File: src/design/aesGfPkg.sv
//////////////////////////////////////////////////////////////////////
// AES field arithmetic
// GF(2^8) helpers, S-box, round constants and the AES-128 round count
//////////////////////////////////////////////////////////////////////
`default_nettype none

package aesGfPkg;

  localparam int unsigned numRounds = 10;

  // Round constants for rounds 1 to 10
  localparam logic [7:0] rcon [10] = '{
    8'h01, 8'h02, 8'h04, 8'h08, 8'h10,
    8'h20, 8'h40, 8'h80, 8'h1b, 8'h36
  };

  // Multiply by x modulo x^8 + x^4 + x^3 + x + 1
  function automatic logic [7:0] xtime(input logic [7:0] b);
    return {b[6:0], 1'b0} ^ (b[7] ? 8'h1b : 8'h00);
  endfunction

  // Shift-and-add multiply in GF(2^8)
  function automatic logic [7:0] gfMul(input logic [7:0] a, input logic [7:0] b);
    logic [7:0] acc;
    logic [7:0] sh;
    acc = 8'h00;
    sh  = a;
    for (int i = 0; i < 8; i++)
    begin
      if (b[i])
        acc = acc ^ sh;
      sh = xtime(sh);
    end
    return acc;
  endfunction

  function automatic logic [7:0] sbox(input logic [7:0] b);
    logic [7:0] sq;
    logic [7:0] inv;
    // Inverse as b^254, built from the squares b^2 .. b^128
    sq  = b;
    inv = 8'h01;
    for (int i = 1; i < 8; i++)
    begin
      sq  = gfMul(sq, sq);
      inv = gfMul(inv, sq);
    end
    // Affine map
    return inv ^ {inv[6:0], inv[7]} ^ {inv[5:0], inv[7:6]} ^
           {inv[4:0], inv[7:5]} ^ {inv[3:0], inv[7:4]} ^ 8'h63;
  endfunction

endpackage : aesGfPkg

`default_nettype wire

File: src/design/aesTypesPkg.sv
//////////////////////////////////////////////////////////////////////
// AES data-shape types
// Block, key and channel types plus the controller state encoding
//////////////////////////////////////////////////////////////////////
`default_nettype none

package aesTypesPkg;

  // Byte 0 sits in bits 127:120, as in FIPS-197
  typedef logic [127:0] block_t;
  typedef logic [127:0] key_t;

  // Round number, 0 for the initial AddRoundKey up to 10
  typedef logic [3:0] roundIdx_t;

  // Input channel payload
  typedef struct packed {
    block_t plaintext;
    key_t   key;
  } aesIn_t;

  typedef enum logic [1:0] {
    stIdle,
    stRun,
    stDone
  } ctrlState_t;

endpackage : aesTypesPkg

`default_nettype wire
File: src/design/aesRoundCtrl.sv
//////////////////////////////////////////////////////////////////////
// AES round controller
// Handshake FSM, state and key registers, AddRoundKey, round counter
//////////////////////////////////////////////////////////////////////
`default_nettype none

module aesRoundCtrl (
  input  logic                   clock,
  input  logic                   arstN,
  input  aesTypesPkg::aesIn_t    inData,
  input  logic                   inValid,
  output logic                   inReady,
  output aesTypesPkg::block_t    outData,
  output logic                   outValid,
  input  logic                   outReady,
  output aesTypesPkg::block_t    curState,
  output aesTypesPkg::key_t      curKey,
  output aesTypesPkg::roundIdx_t round,
  input  aesTypesPkg::block_t    roundOut,
  input  aesTypesPkg::key_t      nextKey
);

  aesTypesPkg::ctrlState_t ctrlState;
  aesTypesPkg::block_t     stateReg;
  aesTypesPkg::key_t       keyReg;
  aesTypesPkg::roundIdx_t  roundReg;
  logic                    accept;
  logic                    lastRound;

  assign accept    = inValid && inReady;
  assign lastRound = (roundReg == aesTypesPkg::roundIdx_t'(aesGfPkg::numRounds));

  assign inReady  = (ctrlState == aesTypesPkg::stIdle);
  assign outValid = (ctrlState == aesTypesPkg::stDone);
  assign outData  = stateReg;
  assign curState = stateReg;
  assign curKey   = keyReg;
  assign round    = roundReg;

  always_ff @(posedge clock or negedge arstN)
  begin
    if (!arstN)
    begin
      ctrlState <= aesTypesPkg::stIdle;
      roundReg  <= '0;
    end
    else
    begin
      case (ctrlState)
        aesTypesPkg::stIdle:
        begin
          if (inValid)
          begin
            ctrlState <= aesTypesPkg::stRun;
            roundReg  <= 4'd1;
          end
        end
        aesTypesPkg::stRun:
        begin
          if (lastRound)
          begin
            ctrlState <= aesTypesPkg::stDone;
            roundReg  <= '0;
          end
          else
            roundReg <= roundReg + 4'd1;
        end
        aesTypesPkg::stDone:
        begin
          // Hold the result until the sink takes it
          if (outReady)
            ctrlState <= aesTypesPkg::stIdle;
        end
        default:
        begin
          ctrlState <= aesTypesPkg::stIdle;
          roundReg  <= '0;
        end
      endcase
    end
  end

  // Round 0 whitening on acceptance, then one full round per cycle
  always_ff @(posedge clock)
  begin
    if (accept)
    begin
      stateReg <= inData.plaintext ^ inData.key;
      keyReg   <= inData.key;
    end
    else if (ctrlState == aesTypesPkg::stRun)
    begin
      stateReg <= roundOut ^ nextKey;
      keyReg   <= nextKey;
    end
  end

  aStallHold: assert property (@(posedge clock) disable iff (!arstN)
    (outValid && !outReady) |=> (outValid && $stable(outData)))
    else $error("output changed while stalled");

  aRoundBound: assert property (@(posedge clock) disable iff (!arstN)
    roundReg <= aesTypesPkg::roundIdx_t'(aesGfPkg::numRounds))
    else $error("round counter out of range");

  aChanExcl: assert property (@(posedge clock) disable iff (!arstN)
    accept |=> (!inReady until_with (outValid && outReady)))
    else $error("input channel reopened before the output transfer");

endmodule : aesRoundCtrl

`default_nettype wire

File: config.mk
export PLATFORM = sky130hd
export DESIGN_NAME = aesRoundCtrl
export DESIGN_NICKNAME = d
export VERILOG_FILES = /design/src/design/aesGfPkg.sv /design/src/design/aesTypesPkg.sv /design/src/design/aesRoundCtrl.sv
export SDC_FILE = /design/constraint.sdc
export NUM_CORES = 1
export LEC_CHECK = 0
export BUFFER_PORTS_ARGS = -buffer_cell sky130_fd_sc_hd__buf_2
export CAP_MARGIN = 25
export CELL_PAD_IN_SITES_DETAIL_PLACEMENT = 1
export CELL_PAD_IN_SITES_GLOBAL_PLACEMENT = 1
export CORE_AREA = 2 2 351 353
export CTS_CLUSTER_DIAMETER = 80
export DETAILED_ROUTE_END_ITERATION = 10
export DIE_AREA = 0 0 353 355
export GPL_ROUTABILITY_DRIVEN = 0
export PLACE_DENSITY = 0.48
export SLEW_MARGIN = 0
export SYNTH_ARGS = -nofsm -noshare
export SYNTH_HDL_FRONTEND = slang
export SYNTH_SLANG_ARGS = --single-unit
File: constraint.sdc
create_clock -name clock -period 15.7 [get_ports clock]
set_input_delay 2.355 -clock clock [delete_from_list [all_inputs] [get_ports clock]]
set_output_delay 2.355 -clock clock [all_outputs]
set_load 0.02 [all_outputs]
Word level (Yosys, flattened, before mapping):

Cells that the tools add are included.

* register bits: 262
* bits of input ports: 516
* output and inout port bits: 390
* word-level logic and storage cells: 30

* add/sub/neg operators: 1
* equality and inequality tests: 6
* muxes and demuxes: 11
* bitwise operators: 3
* reductions and logical operators: 5

Operators with widths (number)
* 2-to-1 mux 128 bit: 4
* bitwise XOR 128 bit: 2
* one-hot mux 4 bit (3 select lines): 1
* 2-to-1 mux 4 bit: 2
* 2-to-1 mux 2 bit: 3
* one-hot mux 2 bit (3 select lines): 1
* adder 4 x 1 -> 4 bit, second input constant: 1
* == test 4 bit, second input constant: 1
* inequality test 2 bit, second input constant: 2
* AND reduction 3 bit: 1
* == test 2 x 1 -> 1 bit, second input constant: 1
* == test 2 bit, second input constant: 1
* zero test 2 bit: 1
* inequality test 2 x 1 -> 1 bit, second input constant: 1
* AND reduction 2 bit: 1
* nonzero test 2 bit: 1
* logical AND 1 bit: 1
* inverter 1 bit: 1

Logic depth before layout (Yosys ltp):

* word-level depth: 3
* mapped depth: 8
* gate-level depth less buffers: 5

Worst setup path before layout:

OpenSTA, ideal clock, no wires.

* path kind: input-to-reg
* from: input inValid
* to: register keyReg[0] (netlist: curKey[0]), enable pin
* library setup time: 0.886 ns
* arrival: 13.126 ns
* required time: 14.814 ns
* setup slack: 1.689 ns
* stages on the path: 2
* path buffers: 0
* cells stage by stage: nor2_1 > nor2_1

* longest elaborated chain between the ends: 2

Ends and longest elaborated chain
* start, declared: line aesRoundCtrl.sv:11 `input logic inValid,`
* logical AND 1 bit: line aesRoundCtrl.sv:30 `assign accept = inValid && inReady;`
* nonzero test 2 bit (no line)
* end signal, assigned: line aesRoundCtrl.sv:89 `keyReg <= inData.key;`
* end signal, assigned: line aesRoundCtrl.sv:94 `keyReg <= nextKey;`
* end, declared: line aesRoundCtrl.sv:25 `aesTypesPkg::key_t keyReg;`

No other way between the ends.
A chain may end at the register's enable or synchronous reset.

Final worst setup path:

* from: input inValid
* to: register keyReg[69] (netlist: curKey[69]), data pin

* longest elaborated chain between the ends: 2

Ends and longest elaborated chain
* logical AND 1 bit: line aesRoundCtrl.sv:30
* 2-to-1 mux 128 bit: line aesRoundCtrl.sv:86 `if (accept)`

No other way between the ends.

==> metrics.txt <==
status=completed; WHS=568.2 ps; Mapped Cells=1101; final core utilization=0.1704; Critical Path Slowest Stage Cell=buf_4; DR vias=11.47k; core region area=121400 um2; drt wl/cell=~20 um; die area=approximately 130000 um2; post-synthesis sequential area ratio=0.5552; share of layout cells above drive strength 1=0.5717; vias in the first global route=11.67k; largest net degree at the start of global routing=163; Buf/Inv on CP=4; CP Class=in -> reg; Crit path max-delay family=buffers and inverters; 1st-iter DRT viols=559; Hold/Removal Path Class=reg -> reg; crit start category=primary input; final hold vios=0; largest area contributor in the netlist=edfxtp_1; gr usage total=0.1071; grt ovf=0; number of synthesized register bits=262; syn nets=between 1.5k and 2k; synth warn=0; clock period minus worst slack=5049 ps; placed cell count=between 3k and 4k; CTS Buf Count=39; I/O pin count=a little over 900; Sink Count=262; Slew headroom=0.3709; top-count cell post-synth=edfxtp_1; CTS Hold Bufs=0; clock buffer depth=3; unrepaired setup endpoints after global routing=no; Synth top cells by count=edfxtp_1 (256), buf_4 (133), nand2_1 (129); setup_tns=0 ps; First-pass DRT Iterations=5; dominant synthesized flop cell=edfxtp_1; arrival time of the worst setup path=5360 ps; Routed Antenna Nets=0; Crit. End Element=flip-flop; clk slew on worst S/H paths=approximately 50 ps; CTS root buf=clkbuf_16; Routed WL=70.45 mm; CP peak stage delay=around 750 ps; fin nets=approximately 2.4k; crit path cell chain=buf_2 > nor3b_4 > buf_4 > buf_4 > buf_4 > mux2_2; Max Fclk=198.1 MHz; Final period util=0.3216; Max H-tree Level=2; Leak Pwr=8.576 nW; Worst VDD drop=0.00006454 V; Post-CTS Resized=0; Crit Path Max Fanout=79; max_cap viols=0; DR DRC count=0; Power Total=0.003441 W; most common cell type on the critical path=buf_4; die extent in y=around 360 um; synth unique cells=28; Finished Layout Cells=3541; Worst-Skew Late Latency=570 ps; first-pass GRT wire length=93.90 mm; Final Slew Violations=0; synthesis-to-layout area growth=46.57%; initial core utilization=0.1163; Setup Viol. Count Final=0; count of input and output buffers=around 900; Avg Inst Size Synth=12.82 um2; PD cells=166.3 nW/um2; post-synth top area share=0.5445; CTS tree=done; num rows=between 100 and 150; worst slew pin tran=943.6 ps; dpl hpwl=between 50 and 60 mm; critical path required time=16010 ps; Mapped Area=roughly 14000 um2; synth top area cells=edfxtp_1 (54%), mux2_2 (10%), xnor2_1 (7.9%); Setup Buffers After CTS=0; drt via density=3.238; asr flop ratio synth=0.02290; clk_skew=12.84 ps; Die X=about 350 um; antenna violations before repair=44; Post-synth EDFFs=256
sequential cells by signal, summed over array words and instances, names as in the netlist:
name	flops
ctrlState	2
curKey	128
curState	128
round	4
cell usage in the layout, fill, tap and decap left out, types with 2 or more instances in the layout:
cell type and instances:
nor2b_1 2, nand2_1 129, ha_1 2, xnor2_1 128, bufinv_16 2, buf_4 8
edfxtp_1 256, clkbuf_1 13, nor2_1 2, diode_2 4, xor2_1 128, clkbuf_16 41
mux2_2 128, buf_2 905, o21ai_0 122, nand2b_1 5, clkinv_1 7, clkinv_2 2
dfrtp_1 6, o21ai_1 8, inv_1 3
stage by stage:
stage | instance area (um2) | worst slack (ps)
2_1_floorplan | 14120 | 1689
3_3_place_gp | 19480 | 10040
3_5_place_dp | 19480 | 10030
4_1_cts | 20680 | 10680
5_1_grt | 20690 | 10460
6_report | 20690 | 10650
power breakdown:
part	total [W]	leakage, nW	internal (W)	switching (W)
clock	0.000857	0.579	0.000512	0.000345
sequential	0.00125	2.74	0.00109	0.000157
combinational	0.00133	5.25	0.000413	0.000920
routing by layer:
layer	GRT usage	part of all wire
met5	0	0.0017
met3	0.03913	0.087
met2	0.1767	0.47
met1	0.1314	0.41
met4	0.02774	0.027
path summary, 6_finish.rpt:
| path | endpoint | start | slack (ps) | depth (start not counted) |
|---|---|---|---|---|
| max | curKey[69] | inValid | 10650 | 6 |
| min | round[2] | round[2] | 570 | 1 |
| max reg2reg | curKey[69] | ctrlState[0] | 12010 | 5 |
| min reg2reg | round[2] | round[2] | 570 | 1 |
| max in group asynchronous | round[1] | arstN | 13940 | 1 |
| min in group asynchronous | ctrlState[1] | arstN | 1600 | 1 |
area by class of cell:
| cell class | count | area (um2) |
|---|---|---|
| antenna | 4 | 10.01 |
| clock buffer | 55 | 1089 |
| clock inverter | 13 | 112.6 |
| fill | 14340 | 100700 |
| inverter | 3 | 11.26 |
| multi-input combinational | 665 | 4989 |
| sequential | 262 | 7838 |
| tap | 1625 | 2033 |
| timing repair buffer | 914 | 4609 |
cell families after synthesis:
kind of cell / Yosys count / share of synthesized area
AO/OA/AOI/OAI: 135 / 0.04866
XOR/XNOR: 256 / 0.1588
adder cells (fa/ha/maj): 2 / 0.001772
buffers and inverters: 174 / 0.09200
flip-flops: 262 / 0.5552
multiplexers: 128 / 0.1021
AND/OR/NAND/NOR: 144 / 0.04148
No activity file was read; power rests on OpenSTA's default activity.
