<file path="config.mk">
export PLATFORM = sky130hd
export DESIGN_NAME = aesKeySchedule
export DESIGN_NICKNAME = d
export VERILOG_FILES = /design/src/design/aesGfPkg.sv /design/src/design/aesTypesPkg.sv /design/src/design/aesKeySchedule.sv
export SDC_FILE = /design/constraint.sdc
export NUM_CORES = 2
export LEC_CHECK = 0
export ABC_AREA = 0
export CELL_PAD_IN_SITES_DETAIL_PLACEMENT = 1
export CELL_PAD_IN_SITES_GLOBAL_PLACEMENT = 2
export CORE_ASPECT_RATIO = 2
export CORE_MARGIN = 1
export CORE_UTILIZATION = 44
export DETAILED_ROUTE_END_ITERATION = 8
export DONT_BUFFER_PORTS = 1
export PLACE_DENSITY = 0.95
export SLEW_MARGIN = 5
export SYNTH_ARGS = -nofsm -noshare
export SYNTH_HDL_FRONTEND = slang
export SYNTH_SLANG_ARGS = --single-unit
</file>
<file path="constraint.sdc">
create_clock -name vclk -period 49
set_input_delay 9.8 -clock vclk [all_inputs]
set_output_delay 9.8 -clock vclk [all_outputs]
set_load 0.02 [all_outputs]
</file>
<file path="src/design/aesGfPkg.sv">
//////////////////////////////////////////////////////////////////////
// AES field arithmetic
// GF(2^8) helpers, S-box, round constants and the AES-128 round count
//////////////////////////////////////////////////////////////////////
`default_nettype none

package aesGfPkg;

  localparam int unsigned numRounds = 10;

  // Round constants for rounds 1 to 10
  localparam logic [7:0] rcon [10] = '{
    8'h01, 8'h02, 8'h04, 8'h08, 8'h10,
    8'h20, 8'h40, 8'h80, 8'h1b, 8'h36
  };

  // Multiply by x modulo x^8 + x^4 + x^3 + x + 1
  function automatic logic [7:0] xtime(input logic [7:0] b);
    return {b[6:0], 1'b0} ^ (b[7] ? 8'h1b : 8'h00);
  endfunction

  // Shift-and-add multiply in GF(2^8)
  function automatic logic [7:0] gfMul(input logic [7:0] a, input logic [7:0] b);
    logic [7:0] acc;
    logic [7:0] sh;
    acc = 8'h00;
    sh  = a;
    for (int i = 0; i < 8; i++)
    begin
      if (b[i])
        acc = acc ^ sh;
      sh = xtime(sh);
    end
    return acc;
  endfunction

  function automatic logic [7:0] sbox(input logic [7:0] b);
    logic [7:0] sq;
    logic [7:0] inv;
    // Inverse as b^254, built from the squares b^2 .. b^128
    sq  = b;
    inv = 8'h01;
    for (int i = 1; i < 8; i++)
    begin
      sq  = gfMul(sq, sq);
      inv = gfMul(inv, sq);
    end
    // Affine map
    return inv ^ {inv[6:0], inv[7]} ^ {inv[5:0], inv[7:6]} ^
           {inv[4:0], inv[7:5]} ^ {inv[3:0], inv[7:4]} ^ 8'h63;
  endfunction

endpackage : aesGfPkg

`default_nettype wire

</file>
<file path="src/design/aesTypesPkg.sv">
//////////////////////////////////////////////////////////////////////
// AES data-shape types
// Block, key and channel types plus the controller state encoding
//////////////////////////////////////////////////////////////////////
`default_nettype none

package aesTypesPkg;

  // Byte 0 sits in bits 127:120, as in FIPS-197
  typedef logic [127:0] block_t;
  typedef logic [127:0] key_t;

  // Round number, 0 for the initial AddRoundKey up to 10
  typedef logic [3:0] roundIdx_t;

  // Input channel payload
  typedef struct packed {
    block_t plaintext;
    key_t   key;
  } aesIn_t;

  typedef enum logic [1:0] {
    stIdle,
    stRun,
    stDone
  } ctrlState_t;

endpackage : aesTypesPkg

`default_nettype wire
</file>
<file path="src/design/aesKeySchedule.sv">
//////////////////////////////////////////////////////////////////////
// AES-128 key schedule step
// Derives the key of the given round from the previous round key
//////////////////////////////////////////////////////////////////////
`default_nettype none

module aesKeySchedule (
  input  aesTypesPkg::key_t      curKey,
  input  aesTypesPkg::roundIdx_t round,
  output aesTypesPkg::key_t      nextKey
);

  logic [31:0] w  [4];
  logic [31:0] nw [4];
  logic [31:0] temp;
  logic [7:0]  rconByte;
  logic        roundInRange;

  assign roundInRange = (round >= 4'd1) &&
                        (round <= aesTypesPkg::roundIdx_t'(aesGfPkg::numRounds));

  // Outside rounds 1..10 the key schedule output is ignored by the controller
  assign rconByte = roundInRange ? aesGfPkg::rcon[round - 4'd1] : 8'h00;

  always_comb
  begin
    for (int i = 0; i < 4; i++)
    begin
      w[i] = curKey[127 - 32*i -: 32];
    end
    // RotWord then SubWord on the last word
    temp = {aesGfPkg::sbox(w[3][23:16]),
            aesGfPkg::sbox(w[3][15:8]),
            aesGfPkg::sbox(w[3][7:0]),
            aesGfPkg::sbox(w[3][31:24])};
    temp[31:24] = temp[31:24] ^ rconByte;
    nw[0] = w[0] ^ temp;
    for (int i = 1; i < 4; i++)
    begin
      nw[i] = w[i] ^ nw[i - 1];
    end
    nextKey = {nw[0], nw[1], nw[2], nw[3]};
  end

endmodule : aesKeySchedule

`default_nettype wire

</file>
# == Word level (Yosys, flattened, before mapping) ==
# Memory sizes are Yosys's and may differ from the RTL's.
# Cells that the tools add are included.
# word_totals
n_memories,1
romBits,128
elab_cells,1603
reg_bits,0
input_bits,132
output_inout_bits,128
# op_classes
add_sub_neg,1
n_lt_le_gt_ge,3
muxes,815
n_reduce_logical,1
bitwise,782
# memory_table
memory,depth,width,read_ports,rd_ports_with_merged_regs,wr,line_no,rtl
(name not given),16,8,1,0,0,aesKeySchedule.sv:23,assign rconByte = roundInRange ? aesGfPkg::rcon[round - 4'd1] : 8'h00;
# ops
op,count
$mux W8,423
$xor A8 B8 Y8,381
$xor A8 B5 Y8,364
$mux W5,368
$xor A32 B32 Y32,4
$mux W7,4
$not A1 Y1 const A,28
$mux W6,4
$mux W4,4
$not A4 Y4,4
$mux W3,4
$mux W2,4
$ge A5 B5 Y1 const B,1
$not A4 Y5,1
$ge A4 B1 Y1 const B,1
$le A4 B4 Y1 const B,1
$mux W1,4
$sub A4 B1 Y4 const B,1
$logic_and A1 B1 Y1,1

# == Logic depth before layout (Yosys ltp) ==
# logic_depth
depth_word,137
depth_mapped,63
mapped_depth_nobuf,54

# == Worst setup path after synthesis ==
# No wires, ideal clock.
# synth_timing
kind,input to output
from,in curKey[24]
to,out nextKey[3]
slack_ns,13.856
path_stages,58
t_arrival_ns,25.344
path_cell_list,ha_1 > buf_2 > mux2i_1 > xnor3_1 > xnor3_1 > xnor2_2 > inv_1 > ha_1 > clkbuf_1 > inv_2 > nor2_1 > xnor2_1 > xnor2_1 > inv_1 > clkbuf_1 > clkbuf_1 > ha_1 > xnor2_1 > [22 not listed] > xnor3_1 > xor2_2 > xnor3_1 > xnor2_1 > nor2_1 > xnor3_1 > xnor2_2 > xnor3_1 > nor2_1 > xnor3_1 > xnor2_1 > xnor3_1 > xnor2_2 > xnor2_1 > xor2_1 > xor2_1 > xor2_1 > xor2_1
# synth_via
elab_chain_len,132
elab_cells_between_ends,386
cone_classes,mux (196); bitwise (190)
# synth_lines
element,line_no,rtl
"start, declared",aesKeySchedule.sv:8,"input aesTypesPkg::key_t curKey,"
$mux W8,aesGfPkg.sv:30,if (b[i])
$xor A8 B8 Y8,aesGfPkg.sv:31,acc = acc ^ sh;
$mux W8,aesGfPkg.sv:30,
$xor A8 B8 Y8,aesGfPkg.sv:31,
$mux W8,aesGfPkg.sv:30,
$xor A8 B8 Y8,aesGfPkg.sv:31,
$mux W8,aesGfPkg.sv:30,
$xor A8 B8 Y8,aesGfPkg.sv:31,
[119 not listed],--,
$xor A8 B8 Y8 *,aesGfPkg.sv:50,"{inv[4:0], inv[7:5]} ^ {inv[3:0], inv[7:4]} ^ 8'h63;"
$xor A32 B32 Y32 *,aesKeySchedule.sv:37,nw[0] = w[0] ^ temp;
named net nextKey[99],aesKeySchedule.sv:10,output aesTypesPkg::key_t nextKey
$xor A32 B32 Y32 *,aesKeySchedule.sv:40,nw[i] = w[i] ^ nw[i - 1];
named net nextKey[67],aesKeySchedule.sv:10,
$xor A32 B32 Y32 *,aesKeySchedule.sv:40,
named net nextKey[35],aesKeySchedule.sv:10,
$xor A32 B32 Y32 *,aesKeySchedule.sv:40,
"end, declared",aesKeySchedule.sv:10,
# Mark *: on every way through the listed nets, which the timed path passes. The rest lies on a longest branch.

# == Final worst setup path ==
# layout_timing
from,in curKey[31]
to,out nextKey[2]
# layout_via
elab_chain_len,132
elab_cells_between_ends,389
cone_classes,mux (199); bitwise (190)
# layout_lines
element,line_no
$mux W5 / $mux W8 (equally long branches),"aesGfPkg.sv:19, aesGfPkg.sv:30"
$xor A8 B5 Y8 / $xor A8 B8 Y8 (equally long branches),"aesGfPkg.sv:19, aesGfPkg.sv:31"
$xor A8 B8 Y8 / $mux W8 (equally long branches),"aesGfPkg.sv:31, aesGfPkg.sv:30"
$mux W8 / $xor A8 B8 Y8 (equally long branches),"aesGfPkg.sv:30, aesGfPkg.sv:31"
$xor A8 B8 Y8 / $mux W8 (equally long branches),"aesGfPkg.sv:31, aesGfPkg.sv:30"
$mux W8 / $xor A8 B8 Y8 (equally long branches),"aesGfPkg.sv:30, aesGfPkg.sv:31"
$xor A8 B8 Y8 / $mux W8 (equally long branches),"aesGfPkg.sv:31, aesGfPkg.sv:30"
$mux W8 / $xor A8 B8 Y8 (equally long branches),"aesGfPkg.sv:30, aesGfPkg.sv:31"
[119 not listed],--
$xor A8 B8 Y8 *,aesGfPkg.sv:50
$xor A32 B32 Y32 *,aesKeySchedule.sv:37
named net nextKey[98],aesKeySchedule.sv:10
$xor A32 B32 Y32 *,aesKeySchedule.sv:40
named net nextKey[66],aesKeySchedule.sv:10
$xor A32 B32 Y32 *,aesKeySchedule.sv:40
named net nextKey[34],aesKeySchedule.sv:10
$xor A32 B32 Y32 *,aesKeySchedule.sv:40
# Marks and branches as above.

==> metrics list <==
- The first global-routing pass estimated 340 mm of wire.
- Wirelength, routed: 218 mm
- The initial utilization of the core area, before any placement, comes to 44.3%.
- The number of antenna diodes in the final layout is 0.
- For the final routed database, the setup TNS stands at 0 ps.
* Setup repair after global routing missed its margin: false
- Dividing the detail-routed via count by the number of cells gives 6.17.
* Area share of the leading cell type in the synthesized netlist: 24.5%
- Sequential standard cell area: 0 um2
- Along the worst hold path, the cell count comes to 1.
- Of the total synthesized cell area, the portion taken by XOR and XNOR cells is 53.1%.
- Synth Area in Adders: 0.438%
- Global routing used 31.3% of the available tracks across all layers.
* HP Class: in2out
- Critical Path AT: 29670 ps
* Die X: 261 um
- Growth of design area from synthesis to finish: 4.34%
- Routability-driven placement finished with a final weighted congestion of 0.961.
* Fmax: 25.3 MHz
- Area of the core: 133000 um2
- In this run the most critical hold path is launched from curKey[74].
- Layout cell share with drive strength beyond 1: 8.16%
- Multiplexer share of the synthesized area: 5.11%
- Worst slack at placement: 9640 ps
- The via count of the first global-routing pass was 61100.
* Number of buffers added for setup after CTS: 0
- The worst setup path is launched from a primary input.
- Final routed wire length divided by cell count: 23.4 um
- The number of endpoints with negative hold slack in the final report was 0.
- The count of buffers added on input and output ports is 0.
* Master of the slowest instance on the critical path: xor2_1
- The most critical setup path has its startpoint at curKey[31].
* Largest net degree at the start of global routing: 52
- Cells resized by post-CTS repair: 0
- 260 I/O pins were placed.
- In this run, the number of DRC markers left after iteration 0 of detailed routing was 3016.
- Net count, final: 7766
* WP data required: 39200 ps
- The critical path in this run is classified as in2out.
* Slew headroom: 12.7%
- After synthesis, the mean cell area works out to 7.49 um2.
- The floorplan has 189 rows.
- Count of distinct cell types in the synthesized netlist: 116
* Finish-stage setup viols: 0
* Total number of sequential cells: 0
* Worst-Margin Slew: 1300 ps
* Peak fanout along the critical path: 20
- Final slew viol count: 0
- Clock buffer cells: 0
- For this block, the via count after detailed routing is 57600.
- GRT Residual Overflow: 0
- The tool flagged a number of max-cap violations equal to 0.
- For the finished layout, the period the worst path requires is 39470 ps.
- After detailed routing, the number of remaining DRC violations is 40.
- The number of antenna violations at the first check in global routing is 0.
- Most frequent cell on the critical path: xnor2_1
- For this run, the detailed router's first-pass iteration total came to 8.
- Summing the areas of all compound-gate instances in the mapped netlist gives 17.0% of the synthesized area.
- The die covers 135000 um2.
- Warnings from Yosys: 0
- Largest cells by area after synthesis: xnor2_1, xnor3_1, xor2_1, nor2_1, nand2_1
- Of the synthesized area, sequential elements account for 0%.
- By area, the combinational part of the netlist is dominated by XOR/XNOR gates.
- Hold repair after CTS inserted 0 buffers.
* Area leader, netlist: xnor2_1
- Number of routed nets with antenna violations: 0
- Synthesis produced a netlist whose cell count is 7859.
- Crit end category: primary output
- Cell with the most instances after synthesis: xnor2_1
- Fraction of the cycle the final worst path needs: 80.6%
- Stage delay of the slowest cell on the critical path: 890 ps
- Die boundary height: 519 um
- The cell area that synthesis handed to floorplanning was 58800 um2.
- The commonest cells after synthesis are xnor2_1, nor2_1, nand2_1.
* Final HPWL DP: 172 mm
* Worst Slack Setup Final: 9530 ps
* Simple logic cell fraction of the synthesized area: 19.7%
- Run status: finished, violations left
- The final reports fail on DRC.
* Syn_nets: 8010
## critical path, delay by kind of cell
family	cells	cell delay, ps
simple gates	8	2310
xor+xnor	29	12500
buf+inv	3	1030
compound gates	6	2370
fa+ha+maj	3	1350
mux	2	270
## stage by stage
step | hold slack [ps] | utilization, % | instances | area (um2)
2_1_floorplan | 19710 | - | 7859 | 58800
5_1_grt | 19720 | 46.3 | 9332 | 61400
3_3_place_gp | 19710 | 46.3 | 9332 | 61400
3_5_place_dp | 19710 | 46.3 | 9332 | 61400
4_1_cts | 19710 | 46.3 | 9332 | 61400
6_report | 19710 | 46.3 | 9332 | 61400
## cells by family (layout without fill, tap and decap cells)
kind of cell	Yosys count	after routing
xor gates and xnor gates	2701	2701
and+or+nand+nor	2655	2655
AOI/OAI and AO/OA	1562	1562
buffers and inverters	631	385
muxes	289	289
adders and majority gates	21	21
## worst paths after layout
| kind | end | slack (ps) |
|---|---|---|
| max | nextKey[2] | 9530 |
| min | nextKey[74] | 19710 |
## cells in the final DEF, fill, tap and decap left out, drive strengths merged, types with 29 or more instances in the layout
master,netlist,final
o211ai,52,52
a22oi,75,75
mux2,47,47
xnor3,423,423
o21ai,372,372
a21oi,414,414
and3,46,46
xor3,58,58
nand2b,80,80
mux2i,238,238
nor3,208,208
o221ai,31,31
a211oi,66,66
xor2,494,494
nand3,182,182
inv,88,88
or2,29,29
nor2b,59,59
nor2,1089,1089
xnor2,1726,1726
a31oi,77,77
and2,68,68
or3,39,39
o22ai,133,133
nand2,768,768
buf,219,289
## layout make-up
type,count,area [um2]
Inverter,96,360
Tap cell,1719,2150
Timing Repair Buffer,289,2170
Multi-Input combinational cell,7228,56700
Fill cell,16500,71300
## layer usage
layer	track usage, %	up-vias	routed length (um)
li1	-	26500	-
met1	29.6	28600	74400
met2	62.2	1715	121000
met3	2.39	843	7000
met5	0	-	0
met4	21.2	0	16200
Power is not shown: default switching activity piles up to over one toggle a cycle in this logic, so the estimate is an artifact.
